[config.mk]
export PLATFORM = sky130hd
export DESIGN_NAME = reorder_buffer
export DESIGN_NICKNAME = d
export VERILOG_FILES = /design/src/core_cfg_pkg.sv /design/src/uop_pkg.sv /design/src/reorder_buffer.sv
export SDC_FILE = /design/constraint.sdc
export NUM_CORES = 1
export LEC_CHECK = 0
export BUFFER_PORTS_ARGS = -buffer_cell sky130_fd_sc_hd__buf_2
export CAP_MARGIN = 20
export CORE_MARGIN = 5
export CORE_UTILIZATION = 40
export DETAILED_ROUTE_END_ITERATION = 16
export PLACE_DENSITY = 0.54
export SYNTH_ARGS = -nofsm -noshare
export SYNTH_HDL_FRONTEND = slang
export SYNTH_SLANG_ARGS = --single-unit
export TNS_END_PERCENT = 100
[constraint.sdc]
create_clock -name clock -period 8.2 [get_ports clock]
set_input_delay 0.41 -clock clock [delete_from_list [all_inputs] [get_ports clock]]
set_output_delay 0.41 -clock clock [all_outputs]
set_load 0.005 [all_outputs]
[src/core_cfg_pkg.sv]
`default_nettype none

package core_cfg_pkg;

	////////////////////////////////////////////////////////////
	// machine sizes
	////////////////////////////////////////////////////////////
	parameter int XLEN     = 64;	// datapath width
	parameter int ARF_SIZE = 32;	// architectural registers
	parameter int PRF_SIZE = 48;	// physical registers, 16 spare for renaming

	////////////////////////////////////////////////////////////
	// index and data types
	////////////////////////////////////////////////////////////
	typedef logic [$clog2(ARF_SIZE)-1:0] arn_t;	// architectural index
	typedef logic [$clog2(PRF_SIZE)-1:0] prn_t;	// physical tag
	typedef logic [XLEN-1:0]             word_t;	// one data word

	// r31 reads as zero and is never renamed
	parameter arn_t ZERO_REG = arn_t'(31);

endpackage

`default_nettype wire

[src/uop_pkg.sv]
`default_nettype none

package uop_pkg;
	import core_cfg_pkg::*;

	////////////////////////////////////////////////////////////
	// records on the core boundary
	////////////////////////////////////////////////////////////
	typedef struct packed {
		logic            valid;	// decoded instruction present
		logic [XLEN-1:0] pc;	// instruction address
		arn_t            arn_dest;	// ZERO_REG when nothing is written
		arn_t            arn_opa;	// first source
		arn_t            arn_opb;	// second source
	} dispatch_t;

	typedef struct packed {
		logic  valid;	// result on the bus this cycle
		prn_t  tag;	// physical destination of the result
		word_t value;	// result data
	} complete_t;

	typedef struct packed {
		logic            valid;	// one pulse per retired instruction
		logic [XLEN-1:0] pc;	// pc of the retiring instruction
		arn_t            arn_dest;	// architectural destination
		logic            wr_en;	// low for ZERO_REG
		word_t           value;	// architectural result
	} commit_t;

	// reorder buffer slot
	typedef struct packed {
		logic [XLEN-1:0] pc;	// carried to commit
		arn_t            arn_dest;	// carried to commit
		prn_t            prn_dest;	// tag the result lands in
		prn_t            prn_free;	// tag released when this retires
	} rob_entry_t;

endpackage

`default_nettype wire

[src/reorder_buffer.sv]
`timescale 1ns/100ps
`default_nettype none

module reorder_buffer #(
	parameter int ROB_DEPTH = 16	// entries, power of two
) (
	input  wire                     clock,	// system clock
	input  wire                     rst_n,	// sync reset, active low
	input  wire                     accept,	// dispatch taken this cycle
	input  wire uop_pkg::dispatch_t dispatch,	// pc and destination to record
	input  wire core_cfg_pkg::prn_t alloc_tag,	// new destination tag
	input  wire core_cfg_pkg::prn_t prev_tag,	// mapping being replaced
	input  wire                     head_ready,	// head result present
	input  wire core_cfg_pkg::word_t head_value,	// head result
	output logic                    full,	// no room for dispatch
	output core_cfg_pkg::prn_t      head_tag,	// head destination to regfile
	output logic                    free_valid,	// release strobe to free list
	output core_cfg_pkg::prn_t      free_tag,	// tag released on commit
	output uop_pkg::commit_t        commit	// retirement report
);
	import core_cfg_pkg::*;
	import uop_pkg::*;

	localparam int IDX_W = $clog2(ROB_DEPTH);	// slot index width

	rob_entry_t     entries [ROB_DEPTH];	// in order record
	logic [IDX_W:0] head_ptr;	// oldest entry, top bit is the lap
	logic [IDX_W:0] tail_ptr;	// next free slot, top bit is the lap
	rob_entry_t     head_entry;	// slot at the head
	rob_entry_t     new_entry;	// slot being written
	logic           empty;	// nothing in flight
	logic           retire;	// head leaves this cycle

	////////////////////////////////////////////////////////////
	// occupancy
	////////////////////////////////////////////////////////////
	assign empty = (head_ptr == tail_ptr);
	assign full  = (head_ptr[IDX_W] != tail_ptr[IDX_W])	// one lap apart
		&& (head_ptr[IDX_W-1:0] == tail_ptr[IDX_W-1:0]);

	assign head_entry = entries[head_ptr[IDX_W-1:0]];
	assign head_tag   = head_entry.prn_dest;	// regfile looks up readiness
	assign retire     = !empty && head_ready;	// strictly in order, one per cycle

	////////////////////////////////////////////////////////////
	// dispatch record and commit report
	////////////////////////////////////////////////////////////
	always_comb begin
		new_entry.pc       = dispatch.pc;
		new_entry.arn_dest = dispatch.arn_dest;
		new_entry.prn_dest = alloc_tag;
		// a ZERO_REG result is never visible so its own tag goes back
		new_entry.prn_free = (dispatch.arn_dest == ZERO_REG) ? alloc_tag : prev_tag;
	end

	always_comb begin
		commit.valid    = retire;	// pulse, pops on the same edge
		commit.pc       = head_entry.pc;
		commit.arn_dest = head_entry.arn_dest;
		commit.wr_en    = (head_entry.arn_dest != ZERO_REG);	// no arch write for r31
		commit.value    = head_value;
	end

	assign free_valid = retire;
	assign free_tag   = head_entry.prn_free;	// superseded mapping

	////////////////////////////////////////////////////////////
	// storage and pointers
	////////////////////////////////////////////////////////////
	always_ff @(posedge clock) begin
		if (accept) begin
			entries[tail_ptr[IDX_W-1:0]] <= new_entry;
		end
	end

	always_ff @(posedge clock) begin
		if (!rst_n) begin
			head_ptr <= '0;
			tail_ptr <= '0;	// empty after reset
		end else begin
			if (accept) begin
				tail_ptr <= tail_ptr + 1'b1;	// wraps with lap bit
			end
			if (retire) begin
				head_ptr <= head_ptr + 1'b1;
			end
		end
	end

	// the top level stall must include full
	assert property (@(posedge clock) disable iff (!rst_n) accept |-> !full)
		else $error("reorder_buffer accept while full");

endmodule

`default_nettype wire

==> results of run 1 <==
==> logic make-up (layout without fill, tap and decap cells) <==
logic type | Yosys count | in the layout | share of synthesized area
xor+xnor | 11 | 11 | 0.001931
other cells | 0 | 4 | 0
simple gates | 53 | 53 | 0.006020
buf+inv | 161 | 503 | 0.02044
compound gates | 14 | 14 | 0.002057
flops | 1310 | 1310 | 0.7858
mux | 409 | 409 | 0.1825
fa+ha+maj | 5 | 5 | 0.001254
==> path summary, 6_finish.rpt <==
path / slack [ns] / end / start
worst max register to register: 4.96 / entries[0][40] / tail_ptr[2]
worst max-delay path: 3.57 / commit[99] / flip-flop
worst min register to register: 0.49 / head_ptr[4] / head_ptr[4]
worst min-delay path: 0.06 / entries[7][48] / dispatch[46]
==> state kept, by name, summed over array words and instances, names as in the netlist, named ones only <==
register / flops
entries: 1296
tail_ptr: 5
head_ptr: 5
==> worst reg2reg max path, cell delays in order (launching register included) <==
cell and delay [ns]:
dfxtp_1 0.40, nor3b_1 0.52, and2_4 0.50, buf_4 0.66, buf_4 0.76
==> layout make-up <==
cell class              instances  area [um^2]  area share
diodes                          4        10.01   0.0001757
inverters                       3        11.26   0.0001977
clock inverters                77        693.2     0.01217
clock buffers                 169         3591     0.06305
flip-flops and latches       1310        39210      0.6885
repair buffers                254         1682     0.02952
multi-input cells             492         9708      0.1704
well taps                    1637         2048     0.03596
==> layout by cell type, fill, tap and decap left out, drive strengths merged, types with 10 or more instances in the layout <==
master       synthesis  layout
dlygate4sd3          0      56
a22oi               10      10
edfxtp            1296    1296
bufinv               0      11
clkbuf              33     169
clkinv               0      52
mux4               400     400
inv                  3      13
dfxtp               14      14
and2                23      23
buf                125     198
==> power breakdown <==
group | switching, W | internal, W
sequential | 0.0000495 | 0.00745
combinational | 0.000780 | 0.000882
clock | 0.00250 | 0.00346
==> stage by stage <==
| step | worst slack [ns] | instances | area (um^2) | power [W] | hold slack (ns) |
|---|---|---|---|---|---|
| after floorplan | 4.878 | 1963 | 49890 | 0.008862 | 0.4542 |
| after global placement | 4.165 | 3639 | 52070 | 0.009309 | 0.4775 |
| after detailed placement | 4.124 | 3639 | 52070 | 0.009335 | 0.4811 |
| after CTS | 3.323 | 3941 | 56920 | 0.01532 | 0.00009726 |
| after global routing | 3.147 | 3943 | 56950 | 0.01570 | 0.02655 |
| final | 3.566 | 3946 | 56960 | 0.01512 | 0.06023 |
==> timing repair <==
| item | in CTS | in global routing |
|---|---|---|
| hold buffers | 56 | 0 |
| endpoints found under the setup margin | 0 | 0 |
| hold endpoints to repair | 697 | 0 |
| buffers inserted | 0 | 0 |
==> routing by layer <==
metal,GRT usage,routed length (um),up-vias,share of wire
li1,-,-,8938,-
met5,0,13,-,0.00011
met4,0.05356,2852,2,0.025
met1,0.2275,46390,11750,0.40
met3,0.03527,6334,233,0.055
met2,0.2991,59130,546,0.52
==> results.md, run 1 <==
- Status: complete, no violations
- # nets final: approximately 2400
- Lkg Pwr: about 17 nW
- Final WL: 114.7 mm
- Layout cell share with drive strength beyond 1: 0.3501
- Final period util: 0.5651
- Crit path DAT: around 4.2 ns
- Post-route antenna net violation count: 0
- Final Max Tran Viols: 0
- Port bufs: roughly 170
- Die Footprint: 0.1319 mm^2
- Share of the synthesized area in the top cell type: 0.7801
- Worst slew pin tran: 1.073 ns
- Core Box Area: between 0.1 and 0.15 mm^2
- Most numerous cell in the Yosys netlist: edfxtp_1
- Delay-heaviest family, CP: buffers and inverters
- Post-DR wirelength/cell: ~29 um
- Layout area overhead: 14.17%
- Post-synthesis async set-or-reset flop share: 0
- Post-CTS Resized: 0
- DRC viols: 0
- Stages on worst setup path: 5
- Setup TNS: 0 ns
- Crit path buf inv count: 3
- Worst-path clk slew: ~0.060 ns
- Post-Syn Area: 0.04989 mm^2
- Req. time, crit path: 7.79 ns
- DR iter-0 viols: about 1900
- Initial Utilization: 0.4030
- Hpwl dp: 55.10 mm
- EDFF count, synth: 1296
- Total GRT Usage: 0.1747
- Critical Path Sink Type: primary output
- Worst r2r path cells: 4
- Hold Path Class: in -> reg
- Filler cells: between 10000 and 15000
- H-tree depth: 4
- Max Cap Violations: 0
- CP max FO: between 40 and 50
- Via count: about 21000
- RePlAce Congestion: approximately 0.70
- Initial antenna violation count: 10
- Drt pass-1 iters: 8
- Crit path launch type: flip-flop
- Grt total ovfl: 0
- Max_slew headroom: 0.2850
- Number of global-route vias before repair: ~23000
- Ys flop type: edfxtp_1
- Top post-synthesis cells by area: edfxtp_1 (78%), mux4_2 (18%), buf_4 (1.3%), dfxtp_1 (0.56%), and2_1 (0.29%)
- Clk buf depth: 3
- Final Critical Period: 4.634 ns
- P per Cell Area: about 270 mW/mm^2
- Fmax: ~220 MHz
- Cell variety after synth: 29
- Clock Tree Root: clkbuf_16
- Synth area leader: edfxtp_1
- Cell count after synthesis: approximately 2000
- Fin. Hold Viols: 0
- Synthesized flop and latch total: ~1300
- Top post-synthesis cells by count: edfxtp_1 (1296), mux4_2 (400), buf_4 (84)
- Clock Skews: 0.02065 ns
- RSZ-0062 raised after global routing: no
- Ports: between 300 and 400
- Clock sinks: around 1300
- Setup violations, final: 0
- Clock latency reported for the late side of the worst-skew pair: 0.75 ns
- Crit-path cells: buf_4, buf_4, mux4_2, mux4_2, buf_2
- Vias per inst: about 5.4
- Post-synthesis net count: ~2100
- Die Span Y: approximately 360 um
- TritonCTS buffer count: about 140
- Register area share after synthesis: 0.7858
- Layout Utilization: 0.4601
- # rows: 129
- Worst vdd ir: around 0.00021 V
- CP max stage delay: between 0.7 and 0.8 ns
- First-pass GRT wire length: around 160 mm
- Critical path class: reg -> out
- Hold path cells: 1
- Largest net degree at the start of global routing: ~150
- Die Wd: about 360 um
- CTS tree: yes
- Synthesized area per cell: between 20 and 30 um^2
- Yosys warnings: 0
- Slowest-stage cell, CP: buf_4
(Power assumes the default switching activity.)
==> inputs of run 2 (changes only) <==
Clock period 8.2 ns to 4.5 ns, I/O delays scaled along.
==> run 2 against run 1 <==
Hold slack gained 0.059 ns. Combinational power grew 88%. Die area is the same. Critical path depth stayed put. Non-clock buffer count is 45 higher. Cell count rose by 1.2%. Utilization is 0.60 points higher. Clock power grew 83%. Clock skew increased by 0.0089 ns.
==> results.md, run 2 (synthesized netlist as in run 1, its figures left out) <==
- Hold Path Class: in -> reg
- P per Cell Area: roughly 480 mW/mm^2
- Post-DR wirelength/cell: between 20 and 30 um
- Fmax: 275.6 MHz
- First-pass GRT wire length: between 150 and 200 mm
- Clock sinks: about 1300
- Crit path launch type: flip-flop
- Delay-heaviest family, CP: multiplexers
- DR iter-0 viols: 1690
- Ports: between 300 and 400
- Multi-input gate area: approximately 0.0097 mm^2
- DRC viols: 0
- Met2 usage: 0.2954
- Max_slew headroom: 0.2812
- Switching Share: 0.2201
- Die Span Y: roughly 360 um
- Setup violations, final: 0
- Lkg Pwr: about 18 nW
- Clock Tree Root: clkbuf_16
- Via count: around 22000
- Gate power share: 0.113
- NetSw: a little over 0.006 W
- Flop pwr share: 0.493
- CP max stage delay: 0.55 ns
- Die Footprint: between 0.1 and 0.15 mm^2
- GR Util met3: 0.03581
- Crit path DAT: 3.40 ns
- Initial Utilization: 0.4030
- Grt total ovfl: 0
- Internal power: ~0.022 W
- Finished Cell Area: around 0.058 mm^2
- Number of global-route vias before repair: about 24000
- Clock Skews: a little under 0.03 ns
- RSZ-0062 raised after global routing: no
- Largest net degree at the start of global routing: 73
- DP Area: about 0.053 mm^2
- Layout area overhead: 15.65%
- Req. time, crit path: around 4.3 ns
- Post-route antenna net violation count: 0
- Drt pass-1 iters: 5
- Final WL: 114.8 mm
- CP max FO: 24
- Max reg flops: 1296
- Vias per inst: 5.433
- Most common cell after layout, fill and taps aside: edfxtp_1
- Slowest-stage cell, CP: mux4_2
- Die Wd: roughly 360 um
- Clock latency reported for the late side of the worst-skew pair: around 0.73 ns
- GR peak layer: met2
- TritonCTS buffer count: 137
- # nets final: roughly 2400
- Critical Path Sink Type: primary output
- H-tree depth: 4
- Final Critical Period: between 3 and 4 ns
- Initial antenna violation count: 6
- Fin. Hold Viols: 0
- Setup TNS: 0 ns
- Worst vdd ir: between 0.0003 and 0.0004 V
- Commonest cells after routing, fill and taps aside: edfxtp_1 (1296), mux4_2 (400), buf_2 (169)
- Hpwl dp: just under 60 mm
- CTS tree: yes
- Total power: about 0.028 W
- Worst-path clk slew: ~0.06 ns
- Final period util: 0.8063
- Filler cells: approximately 10000
- Clock Power Share: 0.394
- Post-CTS Resized: 0
- Core Box Area: approximately 0.12 mm^2
- Total GRT Usage: 0.1745
- Final Max Tran Viols: 0
- Port bufs: roughly 170
- Critical path class: reg -> out
- Worst slew pin tran: between 1 and 1.5 ns
- FF+latch area: 0.03921 mm^2
- M1 GR Usage: 0.2312
- Crit-path cells: buf_4, buf_4, mux4_2, mux4_2, buf_2
- Max Cap Violations: 0
- Crit path buf inv count: 3
- RePlAce Congestion: approximately 0.69
- # rows: approximately 130
- Status: complete, no violations
- Clk buf depth: 3
- Layout cell share with drive strength beyond 1: 0.3570
==> run 2: cell count changes in the layout (fill, tap and decap cells not counted), sizes merged <==
| cell | before | now |
|---|---|---|
| buf | 198 | 220 |
| clkbuf | 169 | 177 |
| clkinv | 52 | 54 |
| clkinvlp | 4 | 3 |
| bufinv | 11 | 7 |
| inv | 13 | 8 |
| diode | 4 | 6 |
| dlygate4sd3 | 56 | 79 |
==> run 2: through the flow <==
stage | util | hold slack, ns | setup slack, ns | instances
global route | 0.4659 | 0.1069 | 0.6265 | 3988
floorplan | - | 0.3239 | 1.363 | 1963
finish | 0.4660 | 0.1189 | 0.8717 | 3993
CTS | 0.4659 | 0.07682 | 0.7078 | 3987
detailed placement | 0.4244 | 0.4500 | 1.514 | 3662
global placement | 0.4244 | 0.4500 | 1.528 | 3662
==> run 2: final timing paths <==
check / to / cells after the start / from / slack [ns]
setup reg to reg: entries[1][38] / 3 / tail_ptr[2] / 1.94
hold reg to reg: head_ptr[4] / 2 / head_ptr[4] / 0.48
setup / recovery: commit[130] / 5 / flip-flop / 0.87
hold / removal: entries[4][1] / 2 / prev_tag[1] / 0.12
==> run 2: cell type report <==
type,count,area share
tap,1637,0.03550
timing repair buffer,299,0.04064
inverter,3,0.0001952
clock buffer,177,0.06584
sequential,1310,0.6797
clock inverter,69,0.009607
antenna,6,0.0002602
multi-input combinational,492,0.1683
==> run 2: power by group through the flow <==
| stage | logic, W | clock network [W] | registers [W] |
|---|---|---|---|
| 6_report | 0.00312 | 0.0109 | 0.0136 |
| 5_1_grt | 0.00340 | 0.0117 | 0.0137 |
| 4_1_cts | 0.00325 | 0.0112 | 0.0137 |
| 3_5_place_dp | 0.00317 | 0 | 0.0139 |
| 3_3_place_gp | 0.00313 | 0 | 0.0139 |
| 2_1_floorplan | 0.00228 | 0 | 0.0139 |
==> run 2: what timing repair did <==
action | 4_1_cts | 5_1_grt
setup buffers | 0 | 0
hold endpoints to repair | 1227 | 0
hold buffers | 79 | 0
==> run 2: per-layer routing <==
metal / routed length, um / share of wire
met4: 2760 / 0.024
met3: 5943 / 0.052
met5: 0 / 0
met2: 58380 / 0.51
met1: 47710 / 0.42
==> inputs of run 3 (changes only) <==
Settings changed: PLACE_DENSITY 0.54 to 0.57.
Clock period 4.5 ns to 3.1 ns, I/O delays scaled along.
==> run 3 against run 2 <==
Register-to-register slack got worse by 1.0 ns. Non-clock buffer count is 37 higher. Global-route usage about the same. Routed wire length shrank 0.11%. Combinational power up 63%. Critical path depth up 1. Cell count is 0.90% higher. Die area is the same. Clock power is 45% higher. Largest cell class unchanged.
==> results.md, run 3 (synthesized netlist as in run 1, its figures left out) <==
- Critical path class: reg -> out
- Fmax: roughly 330 MHz
- Ports: around 300
- Setup TNS: 0 ns
- Hold path cells: 2
- Final WS setup: roughly 0.079 ns
- CTS tree: yes
- Clock latency reported for the late side of the worst-skew pair: approximately 0.74 ns
- DP Area: ~0.053 mm^2
- Crit path launch type: flip-flop
- Clock sinks: 1310
- # rows: between 100 and 150
- RSZ-0062 raised after global routing: yes
- Total GRT Usage: 0.1744
- Clk buf depth: 3
- TritonCTS buffer count: roughly 140
- Clock Power Share: 0.388
- Switching Share: 0.2234
- Critical Path Sink Type: primary output
- Worst vdd ir: between 0.0004 and 0.0005 V
- Setup violations, final: 0
- Flop-to-flop setup slack: 0.89 ns
- Core Box Area: roughly 0.12 mm^2
- Setup Slack @ Placement: approximately 0.58 ns
- Layout cell share with drive strength beyond 1: 0.3634
- Drt pass-1 iters: 5
- Req. time, crit path: roughly 3 ns
- Final WL: 114.7 mm
- Port bufs: 169
- P per Cell Area: 694.2 mW/mm^2
- Flop pwr share: 0.487
- Filler cells: 9912
- Final Max Tran Viols: 0
- First-pass GRT wire length: around 170 mm
- Initial antenna violation count: 7
- Grt total ovfl: 0
- Die Span Y: ~360 um
- Lkg Pwr: 18.01 nW
- Max reg flops: roughly 1300
- Hold worst-path end: entries[10][0]
- Post-route antenna net violation count: 0
- Die Wd: 363.1 um
- Initial Utilization: 0.4030
- Worst slew pin tran: ~0.7 ns
- Crit path DAT: around 2.9 ns
- Max_slew headroom: 0.5310
- Hold path startpoint: prev_tag[0]
- Number of global-route vias before repair: between 20000 and 25000
- Internal power: 0.03154 W
- # nets final: around 2400
- DRC viols: 0
- Final Instance Count excl. Fillers: slightly above 4000
- Final Critical Period: ~3.0 ns
- Clock Tree Root: clkbuf_16
- Finished Cell Area: 0.05851 mm^2
- DR iter-0 viols: 1688
- Die Footprint: approximately 0.13 mm^2
- Hpwl dp: around 60 mm
- Clock Skews: ~0.026 ns
- Total power: 0.04062 W
- RePlAce Congestion: 0.7039
- Vias per inst: about 5.4
- H-tree depth: 4
- Gate power share: 0.125
- Layout area overhead: 17.28%
- Reg-to-Reg End: entries[0][44]
- Max Cap Violations: 0
- Fin. Hold Viols: 0
- Post-DR wirelength/cell: around 28 um
- Commonest cells after routing, fill and taps aside: edfxtp_1 (1296), mux4_2 (400), buf_2 (168)
- Placed cell count: between 3000 and 4000
- Hold Path Class: in -> reg
- RR Startpoint: tail_ptr[2]
- Status: complete, no violations
- Worst-path clk slew: approximately 0.060 ns
- Final period util: 0.9745
- Via count: roughly 22000
- Most common cell after layout, fill and taps aside: edfxtp_1
- Worst r2r path cells: 3
- CP max FO: 7
- NetSw: 0.009072 W
- Largest net degree at the start of global routing: 79
==> run 3: final cells by class <==
| cell class | instances | area [um^2] | share of cell area |
|---|---|---|---|
| diodes | 1 | 2.502 | 0.00004277 |
| flip-flops and latches | 1310 | 39210 | 0.6702 |
| clock inverters | 72 | 644.4 | 0.01101 |
| clock buffers | 178 | 3689 | 0.06305 |
| repair buffers | 336 | 3191 | 0.05453 |
| multi-input cells | 492 | 9708 | 0.1659 |
| well taps | 1637 | 2048 | 0.03501 |
| inverters | 3 | 11.26 | 0.0001925 |
==> run 3: worst max-delay path by stage <==
stage,to,slack [ns],cells after the start
after CTS,commit[112],0.008,6
after detailed placement,head_tag[4],0.58,4
after floorplan,entries[4][0],0.006,4
after global placement,head_tag[4],0.57,4
after global routing,commit[112],-0.01,6
final,free_tag[5],0.08,6
==> run 3: per-layer routing <==
| metal | global-route usage | wire (um) | vias to the layer above |
|---|---|---|---|
| met5 | 0 | 61 | - |
| met4 | 0.04644 | 2334 | 10 |
| met3 | 0.03438 | 5666 | 204 |
| met2 | 0.3065 | 60340 | 495 |
| met1 | 0.2239 | 46260 | 11890 |
| li1 | - | - | 9107 |
==> run 3: worst max-delay path, stage by stage (launching register included) <==
cell and delay [ns]:
dfxtp_4 0.36, buf_12 0.13, buf_12 0.16, buf_4 0.20, mux4_2 0.53, mux4_2 0.57, buf_2 0.17
==> run 3: power groups by stage <==
stage	clock [W]	sequential, W	combinational [W]
after floorplan	0	0.0201	0.00331
after global placement	0	0.0201	0.00463
after detailed placement	0	0.0202	0.00467
after CTS	0.0161	0.0198	0.00519
after global routing	0.0169	0.0198	0.00551
final	0.0158	0.0198	0.00509
==> run 3: metrics by stage <==
step / hold slack (ns) / utilization
floorplan: 0.2539 / -
global placement: 0.3100 / 0.4275
detailed placement: 0.3100 / 0.4275
CTS: 0.006188 / 0.4720
global route: 0.02742 / 0.4726
finish: 0.03821 / 0.4726
==> run 3: timing repair <==
| action | in CTS | in global routing |
|---|---|---|
| cloned | 7 | 2 |
| setup endpoints to repair | 65 | 15 |
| hold endpoints to repair | 1246 | 0 |
| resized for setup | 15 | 4 |
| hold buffers | 80 | 0 |
| setup buffers | 12 | 0 |
